### src/icache_params.svh
// cache geometry macros, included by the package and by any module that sizes storage.
`ifndef ICACHE_PARAMS_SVH
`define ICACHE_PARAMS_SVH

// organisation.
`define ICACHE_WAYS 2 // ways per set.
`define ICACHE_LINES 16 // sets, i.e. lines per way.
`define ICACHE_LINE_WORDS 4 // words per line.

// widths.
`define ICACHE_ADDR_W 32 // byte address.
`define ICACHE_WORD_W 32 // instruction word.
`define ICACHE_LINE_ADDR_W 4 // log2 of ICACHE_LINES.
`define ICACHE_WORD_SEL_W 2 // log2 of ICACHE_LINE_WORDS.

// whatever is left above index, word select and the two byte bits.
`define ICACHE_TAG_W (`ICACHE_ADDR_W - `ICACHE_LINE_ADDR_W - `ICACHE_WORD_SEL_W - 2)

`endif

### src/icache_pkg.sv
// shared types for the instruction cache, imported by every design unit.
`include "icache_params.svh"

package icache_pkg;

    typedef logic [`ICACHE_ADDR_W-1:0] addr_t; // fetch byte address.
    typedef logic [`ICACHE_WORD_W-1:0] word_t; // one instruction.
    typedef logic [`ICACHE_LINE_WORDS*`ICACHE_WORD_W-1:0] line_t; // word w at bits w*32.
    typedef logic [`ICACHE_TAG_W-1:0] tag_t; // upper address bits.
    typedef logic [`ICACHE_LINE_ADDR_W-1:0] line_addr_t; // set index.
    typedef logic [`ICACHE_WORD_SEL_W-1:0] word_sel_t; // word within line.
    typedef logic [`ICACHE_WAYS-1:0] way_t; // one-hot.

    // valid bit sits on top of the tag.
    typedef logic [`ICACHE_TAG_W:0] tag_entry_t;

    // controller states.
    typedef enum logic [1:0] {
        st_sweep, // clearing valid bits after reset.
        st_run, // normal lookup.
        st_req, // mem_req high, waiting for ack.
        st_wait_release // waiting for ack to drop.
    } ctrl_state_t;

endpackage

### src/icache_ifs.sv
// lookup interfaces between the cache controller and the tag and data banks.

interface tag_lookup_if
    import icache_pkg::*;
();

    line_addr_t stage1_line_addr; // read index.
    line_addr_t stage2_line_addr; // write index, sweep or fill.
    tag_t stage2_tag; // tag to compare and to write.
    way_t update_way; // fill victim.
    logic update; // write valid entry.
    logic clear; // write invalid entry to all ways.
    logic stage1_adv; // fetch accepted this cycle.
    logic tag_hit;
    way_t tag_hit_way;

    modport ctrl (
        output stage1_line_addr, stage2_line_addr, stage2_tag,
        output update_way, update, clear, stage1_adv,
        input tag_hit
    );

    modport bank (
        input stage1_line_addr, stage2_line_addr, stage2_tag,
        input update_way, update, clear, stage1_adv,
        output tag_hit, tag_hit_way
    );

endinterface

interface data_lookup_if
    import icache_pkg::*;
();

    line_addr_t stage1_line_addr;
    logic stage1_adv;
    word_sel_t stage2_word_sel; // word picked in stage 2.
    line_addr_t update_line_addr; // fill index.
    way_t update_way;
    logic update;
    line_t fill_line; // line from memory.
    word_t hit_word;

    modport ctrl (
        output stage1_line_addr, stage1_adv, stage2_word_sel,
        output update_line_addr, update_way, update, fill_line,
        input hit_word
    );

    modport bank (
        input stage1_line_addr, stage1_adv, stage2_word_sel,
        input update_line_addr, update_way, update, fill_line,
        output hit_word
    );

endinterface

### src/sdp_ram.sv
// simple dual-port RAM, port a writes by column and port b reads into a register.
`include "icache_params.svh"

module sdp_ram
    import icache_pkg::*;
#(
    parameter int num_col = 2, // one column per way.
    parameter int col_width = 25
) (
    input logic clk,
    input logic a_en,
    input logic [num_col-1:0] a_wbe,
    input line_addr_t a_addr,
    input logic [num_col*col_width-1:0] a_wdata,
    input logic b_en,
    input line_addr_t b_addr,
    output logic [num_col*col_width-1:0] b_rdata
);

    logic [num_col*col_width-1:0] mem [`ICACHE_LINES]; // one row per set.

    // write side.
    always_ff @(posedge clk) begin
        for (int i = 0; i < num_col; i++) begin
            if (a_en && a_wbe[i]) begin
                mem[a_addr][i*col_width +: col_width] <= a_wdata[i*col_width +: col_width];
            end
        end
    end

    // read side, held while b_en is low so stage 2 keeps its data.
    always_ff @(posedge clk) begin
        if (b_en) begin
            b_rdata <= mem[b_addr];
        end
    end

endmodule

### src/itag_banks.sv
// valid and tag storage for all ways plus the stage-2 hit compare.
`include "icache_params.svh"

module itag_banks
    import icache_pkg::*;
(
    input logic clk,
    input logic rst,
    tag_lookup_if.bank lookup
);

    tag_entry_t [`ICACHE_WAYS-1:0] tag_line; // stage-2 entries, one per way.
    logic hit_allowed; // stage 2 holds a freshly read fetch.
    logic wr_en;
    way_t wr_way;

    // stalled or empty stage 2 never hits.
    always_ff @(posedge clk) begin
        if (rst) begin
            hit_allowed <= 1'b0;
        end else begin
            hit_allowed <= lookup.stage1_adv;
        end
    end

    assign wr_en = lookup.update | lookup.clear;
    assign wr_way = lookup.clear ? '1 : lookup.update_way; // sweep clears every way.

    sdp_ram #(
        .num_col(`ICACHE_WAYS),
        .col_width(`ICACHE_TAG_W + 1)
    ) i_tag_ram (
        .clk(clk),
        .a_en(wr_en),
        .a_wbe(wr_way),
        .a_addr(lookup.stage2_line_addr),
        .a_wdata({`ICACHE_WAYS{~lookup.clear, lookup.stage2_tag}}), // valid is 0 on clear.
        .b_en(lookup.stage1_adv),
        .b_addr(lookup.stage1_line_addr),
        .b_rdata(tag_line)
    );

    // per-way compare, valid bit included.
    always_comb begin
        for (int i = 0; i < `ICACHE_WAYS; i++) begin
            lookup.tag_hit_way[i] = hit_allowed && (tag_line[i] == {1'b1, lookup.stage2_tag});
        end
    end

    assign lookup.tag_hit = |lookup.tag_hit_way;

endmodule

### src/icache_data_banks.sv
// line storage for all ways, picks the hitting way and word in stage 2.
`include "icache_params.svh"

module icache_data_banks
    import icache_pkg::*;
(
    input logic clk,
    input way_t tag_hit_way, // one-hot, from the tag bank.
    data_lookup_if.bank lookup
);

    line_t [`ICACHE_WAYS-1:0] data_line; // stage-2 lines, one per way.
    line_t hit_line;

    sdp_ram #(
        .num_col(`ICACHE_WAYS),
        .col_width(`ICACHE_LINE_WORDS * `ICACHE_WORD_W)
    ) i_data_ram (
        .clk(clk),
        .a_en(lookup.update),
        .a_wbe(lookup.update_way), // only the victim way.
        .a_addr(lookup.update_line_addr),
        .a_wdata({`ICACHE_WAYS{lookup.fill_line}}),
        .b_en(lookup.stage1_adv),
        .b_addr(lookup.stage1_line_addr),
        .b_rdata(data_line)
    );

    // and-or mux, hit way is one-hot or zero.
    always_comb begin
        hit_line = '0;
        for (int i = 0; i < `ICACHE_WAYS; i++) begin
            if (tag_hit_way[i]) begin
                hit_line = hit_line | data_line[i];
            end
        end
    end

    // then the requested word.
    assign lookup.hit_word = hit_line[lookup.stage2_word_sel*`ICACHE_WORD_W +: `ICACHE_WORD_W];

endmodule

### src/icache_ctrl.sv
// cache controller: pipeline advance, reset sweep, miss fill and memory handshake.
`include "icache_params.svh"

module icache_ctrl
    import icache_pkg::*;
(
    input logic clk,
    input logic rst,
    input logic fetch_valid,
    input addr_t fetch_addr,
    output logic fetch_ready,
    output logic resp_valid,
    output word_t resp_word,
    output logic mem_req,
    output line_addr_t mem_line_addr,
    input logic mem_ack,
    input line_t mem_line,
    tag_lookup_if.ctrl tag_lookup,
    data_lookup_if.ctrl data_lookup
);

    ctrl_state_t state, state_nxt;
    addr_t s2_addr; // stage-2 fetch address.
    logic s2_valid;
    logic s2_miss; // stage 2 holds a fetch that missed.
    logic stage1_adv;
    logic fill; // line arrives this cycle.
    line_addr_t s1_line_addr;
    line_addr_t s2_line_addr;
    word_sel_t s2_word_sel;
    tag_t s2_tag;
    line_addr_t sweep_cnt;
    way_t rr_way; // round-robin victim.
    word_t fill_word;

    // address fields: tag | index | word | byte.
    assign s1_line_addr = fetch_addr[2+`ICACHE_WORD_SEL_W +: `ICACHE_LINE_ADDR_W];
    assign s2_line_addr = s2_addr[2+`ICACHE_WORD_SEL_W +: `ICACHE_LINE_ADDR_W];
    assign s2_word_sel = s2_addr[2 +: `ICACHE_WORD_SEL_W];
    assign s2_tag = s2_addr[`ICACHE_ADDR_W-1 -: `ICACHE_TAG_W];

    assign s2_miss = s2_valid && !tag_lookup.tag_hit;
    assign fill = (state == st_req) && mem_ack; // first ack edge.
    assign fetch_ready = (state == st_run) && !s2_miss; // stall behind a miss.
    assign stage1_adv = fetch_valid && fetch_ready;

    // state machine.
    always_ff @(posedge clk) begin
        if (rst) begin
            state <= st_sweep;
        end else begin
            state <= state_nxt;
        end
    end

    always_comb begin
        state_nxt = state;
        case (state)
            st_sweep: if (sweep_cnt == line_addr_t'(`ICACHE_LINES - 1)) state_nxt = st_run;
            st_run: if (s2_miss) state_nxt = st_req;
            st_req: if (mem_ack) state_nxt = st_wait_release;
            st_wait_release: if (!mem_ack) state_nxt = st_run; // four-phase end.
            default: state_nxt = st_sweep;
        endcase
    end

    // one set per cycle during the sweep.
    always_ff @(posedge clk) begin
        if (rst) begin
            sweep_cnt <= '0;
        end else if (state == st_sweep) begin
            sweep_cnt <= sweep_cnt + 1'b1;
        end
    end

    // stage 2 valid, held on a miss until the fill.
    always_ff @(posedge clk) begin
        if (rst) begin
            s2_valid <= 1'b0;
        end else if (fill) begin
            s2_valid <= 1'b0;
        end else if (!s2_miss) begin
            s2_valid <= stage1_adv;
        end
    end

    always_ff @(posedge clk) begin
        if (stage1_adv) begin
            s2_addr <= fetch_addr;
        end
    end

    // victim pointer, rotates per fill.
    always_ff @(posedge clk) begin
        if (rst) begin
            rr_way <= way_t'(1);
        end else if (fill) begin
            rr_way <= {rr_way[`ICACHE_WAYS-2:0], rr_way[`ICACHE_WAYS-1]};
        end
    end

    // response, either a hit or the word out of the fill line.
    assign fill_word = mem_line[s2_word_sel*`ICACHE_WORD_W +: `ICACHE_WORD_W];

    always_ff @(posedge clk) begin
        if (rst) begin
            resp_valid <= 1'b0;
        end else begin
            resp_valid <= (s2_valid && tag_lookup.tag_hit) || fill;
        end
    end

    always_ff @(posedge clk) begin
        resp_word <= fill ? fill_word : data_lookup.hit_word;
    end

    // memory side.
    assign mem_req = (state == st_req); // held until ack.
    assign mem_line_addr = s2_line_addr;

    // tag bank.
    assign tag_lookup.stage1_line_addr = s1_line_addr;
    assign tag_lookup.stage2_line_addr = (state == st_sweep) ? sweep_cnt : s2_line_addr;
    assign tag_lookup.stage2_tag = s2_tag;
    assign tag_lookup.update_way = rr_way;
    assign tag_lookup.update = fill;
    assign tag_lookup.clear = (state == st_sweep);
    assign tag_lookup.stage1_adv = stage1_adv;

    // data bank.
    assign data_lookup.stage1_line_addr = s1_line_addr;
    assign data_lookup.stage1_adv = stage1_adv;
    assign data_lookup.stage2_word_sel = s2_word_sel;
    assign data_lookup.update_line_addr = s2_line_addr;
    assign data_lookup.update_way = rr_way;
    assign data_lookup.update = fill;
    assign data_lookup.fill_line = mem_line;

endmodule

### src/icache_top.sv
// instruction cache top level, plain fetch and memory ports around controller and banks.

module icache_top
    import icache_pkg::*;
(
    input logic clk,
    input logic rst,

    // fetch side.
    input logic fetch_valid,
    input addr_t fetch_addr,
    output logic fetch_ready,
    output logic resp_valid,
    output word_t resp_word,

    // memory side, four-phase.
    output logic mem_req,
    output line_addr_t mem_line_addr,
    input logic mem_ack,
    input line_t mem_line
);

    tag_lookup_if tag_if ();
    data_lookup_if data_if ();

    icache_ctrl i_icache_ctrl (
        .clk(clk),
        .rst(rst),
        .fetch_valid(fetch_valid),
        .fetch_addr(fetch_addr),
        .fetch_ready(fetch_ready),
        .resp_valid(resp_valid),
        .resp_word(resp_word),
        .mem_req(mem_req),
        .mem_line_addr(mem_line_addr),
        .mem_ack(mem_ack),
        .mem_line(mem_line),
        .tag_lookup(tag_if.ctrl),
        .data_lookup(data_if.ctrl)
    );

    itag_banks i_itag_banks (
        .clk(clk),
        .rst(rst),
        .lookup(tag_if.bank)
    );

    // hit way crosses from tag bank to data bank.
    icache_data_banks i_icache_data_banks (
        .clk(clk),
        .tag_hit_way(tag_if.tag_hit_way),
        .lookup(data_if.bank)
    );

endmodule

### config.mk
export PLATFORM = sky130hd
export DESIGN_NAME = icache_top
export DESIGN_NICKNAME = d
export VERILOG_FILES = /design/src/icache_pkg.sv /design/src/icache_ifs.sv /design/src/sdp_ram.sv /design/src/itag_banks.sv /design/src/icache_data_banks.sv /design/src/icache_ctrl.sv /design/src/icache_top.sv
export VERILOG_INCLUDE_DIRS = /design/src
export SDC_FILE = /design/constraint.sdc
export NUM_CORES = 2
export LEC_CHECK = 0
export BUFFER_PORTS_ARGS = -buffer_cell sky130_fd_sc_hd__buf_2
export CAP_MARGIN = 30
export CELL_PAD_IN_SITES_DETAIL_PLACEMENT = 2
export CELL_PAD_IN_SITES_GLOBAL_PLACEMENT = 2
export CORE_ASPECT_RATIO = 1.1
export CORE_MARGIN = 1
export CORE_UTILIZATION = 45
export DETAILED_ROUTE_END_ITERATION = 12
export PLACE_DENSITY_LB_ADDON = 0.1
export SLEW_MARGIN = 40
export SYNTH_ARGS = -nofsm -noshare
export SYNTH_HDL_FRONTEND = slang
export SYNTH_MEMORY_MAX_BITS = 65536
export SYNTH_SLANG_ARGS = --single-unit
### constraint.sdc
create_clock -name clk -period 11.2 [get_ports clk]
set_clock_uncertainty 0.2 [all_clocks]
set_input_delay 0 -clock clk [delete_from_list [all_inputs] [get_ports clk]]
set_output_delay 0 -clock clk [all_outputs]
set_load 0.05 [all_outputs]
==> impl_results.md <==
- Startpoint types: flip-flop
- Overall Global Routing Usage: between 20% and 30%
- Area Overhead vs Synth: 16.17%
- Wire per inst: 41.48 um
- Clk_lat worst skew: roughly 1.1 ns
- Area of the multi-input gates: about 40000 um2
- H-tree depth: 6
- Final WS setup: about 5.7 ns
- Ys Warns: 0
- Final nets: between 9000 and 10000
- Core area: about 440000 um2
- Leakage: between 70 and 80 nW
- Worst-case clock buffer depth: 4
- DRT Wirelength: between 600000 and 700000 um
- Number of global-route vias before repair: around 100k
- GR Overflow Total: 0
- CTS Buf Count: 557
- Clk root buf: clkbuf_16
- Req. time, crit path: 12.02 ns
- Synth Instances: 8121
- DRT antenna net count: 0
- Synth top area share: between 70% and 80%
- R2R depth: 10
- Critical-path top delay cell: a21oi_1
- Syn_nets: a little over 8000
- Pwr dens: 188.5 nW/um2
- Via Count: 97684
- Max Transition Viols Final: 0
- Most used cell, CP: buf_4
- Cell Area, Synth: between 150000 and 200000 um2
- Area contributors post-synth: edfxtp_1, mux4_2, dfxtp_1, a21oi_1, a31oi_1
- Max transition margin: between 30% and 40%
- Cell Chain, Critical Path: buf_4, xnor2_1, nand3_1, nor4_4, buf_4, buf_4, buf_4, a31oi_1, a21oi_1, mux4_2
- Layout cells sized above 1: 31.30%
- # DRC: 0
- Die height: around 700 um
- Worst-path clk slew: approximately 0.060 ns
- Fillcell total: roughly 37000
- PortBufs: 200
- Critical path arrival: approximately 6.3 ns
- TritonCTS clock tree: built
- Initial Utilization: between 40% and 50%
- Unrepaired setup endpoints after global routing: false
- Top_reg_cell synth: edfxtp_1
- Peak supply drop: approximately 0.19 mV
- Max Cap Violations: 0
- Final hold vios: 0
- Seq/Total Area, Yosys: 79.20%
- Synthesized flop and latch total: around 5300
- Post-synth top area cell: edfxtp_1
- Status: completed
- Number of synthesized flops with an enable pin: approximately 5200
- CTS sink cnt: approximately 5300
- Crit Path Category: flip-flop to flip-flop
- RD Place Congestion: about 0.74
- Largest net degree at the start of global routing: 127
- Achievable Freq: between 0.15 and 0.2 GHz
- Placement Setup Slack: about 6 ns
- Crit. End Element: flip-flop
- Rows: roughly 260
- Crit path largest cell delay: 0.82 ns
- Full die area: ~450000 um2
- Minimum clock period: ~5.5 ns
- Worst Max-Slew Pin Slew: around 1 ns
- Die width: between 600 and 700 um
- Initial antenna violation count: between 50 and 60
- Final period utilization: approximately half
- Initial DRC count: around 11000
- Min-delay worst type: input port to flip-flop
- Post-Synthesis Mean Instance Area: approximately 25 um2
- Finish-stage setup viols: 0
- First-pass GRT wire length: between 800000 and 900000 um
- Async set or reset register ratio after synthesis: 0%
- Seq. cell area: about 160000 um2
- Post-DP HPWL: about 340000 um
- DRT Pass-1 Iters: 5
- DR vias/cell: approximately 6.3
- Worst Hold Path Cells: 3
- Synth cell types: 35
- IO Count: about 200
- Max FO, Critical Path: 34
- Fin Setup TNS: 0 ns
## synthesized netlist by cell type (all sizes together) (3+ instances only)
master and instances:
nor4 6, edfxtp 5232, buf 253, nand2 16, ha 6, dfxtp 43
xnor2 49, nand3 142, o22a 5, nor2 206, mux2i 30, mux4 1534
nor3 3, inv 5, a31oi 130, a211oi 28, nand2b 5, clkbuf 200
nand4 20, a21oi 163, nor2b 31
## metal layers
metal  track usage (%)  share of wire [%]  vias up
met5                 0              0.024        -
met4             7.258                2.8       24
met3             4.137                6.9      897
met2             49.26                 51     4469
met1             38.39                 39    54972
li1                  -                  -    37322
## layout by cell type, fill, tap and decap left out, drive strengths merged, types with 21 or more instances in the layout
cell type       n
a31oi         130
edfxtp       5232
dlygate4sd3   284
nor2b          31
diode          21
mux4         1534
a211oi         28
a21oi         163
clkbuf        725
clkinv        215
dfxtp          43
buf           631
nor2          206
nand3         142
bufinv         34
inv            22
mux2i          30
xnor2          49
## sequential cells by signal, summed over array words and instances, names as in the netlist
name                                    count
i_icache_ctrl.state                         2
i_icache_ctrl.resp_word                    32
i_icache_data_banks.i_data_ram.b_rdata    256
i_icache_data_banks.i_data_ram.mem       4096
i_itag_banks.i_tag_ram.b_rdata             50
i_icache_ctrl.sweep_cnt                     4
i_icache_ctrl.resp_valid                    1
i_itag_banks.hit_allowed                    1
i_icache_ctrl.data_lookup.update_way        2
i_itag_banks.i_tag_ram.mem                800
i_icache_ctrl.s2_valid                      1
i_icache_ctrl.s2_addr                      30
## final timing paths
path | startpoint | to | slack, ns
hold reg to reg | i_icache_ctrl.data_lookup.update_way[0] | i_icache_ctrl.data_lookup.update_way[0] | 0.28
setup reg to reg | i_icache_ctrl.s2_addr[31] | i_icache_ctrl.resp_word[27] | 5.74
setup / recovery | i_icache_ctrl.s2_addr[31] | i_icache_ctrl.resp_word[27] | 5.74
hold / removal | mem_line[13] | i_icache_data_banks.i_data_ram.mem[9][141] | 0.002
## cells by family (layout without fill, tap and decap cells)
group	Yosys count	count (layout)	synth area share, %
compound gates	332	332	0.9686
xor+xnor	50	50	0.2196
fa+ha+maj	6	6	0.03764
buf+inv	458	1917	1.088
flops	5275	5275	79.20
mux	1566	1566	17.48
other cells	0	21	0
simple gates	434	434	1.001
## through the flow
step / utilization [%] / instances / area, um2 / power [W] / hold slack, ns
after global placement: 47.21 / 13928 / 208500 / 0.02552 / -0.01799
after detailed placement: 47.49 / 13969 / 209700 / 0.02572 / -0.01666
final: 52.46 / 15406 / 231700 / 0.04369 / 0.001949
after CTS: 52.42 / 15357 / 231500 / 0.04403 / 0.001650
after global routing: 52.45 / 15388 / 231700 / 0.04472 / -0.0003728
after floorplan: - / 8121 / 199500 / 0.02444 / -0.1011
## area by class of cell
| cell class | count | share of cell area (%) |
|---|---|---|
| diodes | 21 | 0.02268 |
| clock buffers | 724 | 6.567 |
| clock inverters | 272 | 0.9644 |
| inverters | 5 | 0.008100 |
| multi-input cells | 2388 | 17.25 |
| flip-flops and latches | 5275 | 68.18 |
| well taps | 5805 | 3.135 |
| repair buffers | 916 | 3.871 |
## repair_timing
item                                   in CTS  in global routing
resized for setup                           0                  0
hold buffers                              392                 15
setup endpoints to repair                   0                  0
buffers inserted                            0                  0
endpoints found under the hold margin    4554                391
## worst max-delay path: cells and delay by family, from the launching register on
kind | cells | cell delay [ns]
mux | 1 | 0.40
buf+inv | 4 | 2.02
flops | 1 | 0.36
simple gates | 2 | 0.66
xor+xnor | 1 | 0.64
compound gates | 2 | 1.00
## power by group
part	switching (W)	internal, W
sequential	0.000190	0.0224
clock	0.00787	0.0103
combinational	0.00184	0.00101
No activity file was read; power rests on OpenSTA's default activity.
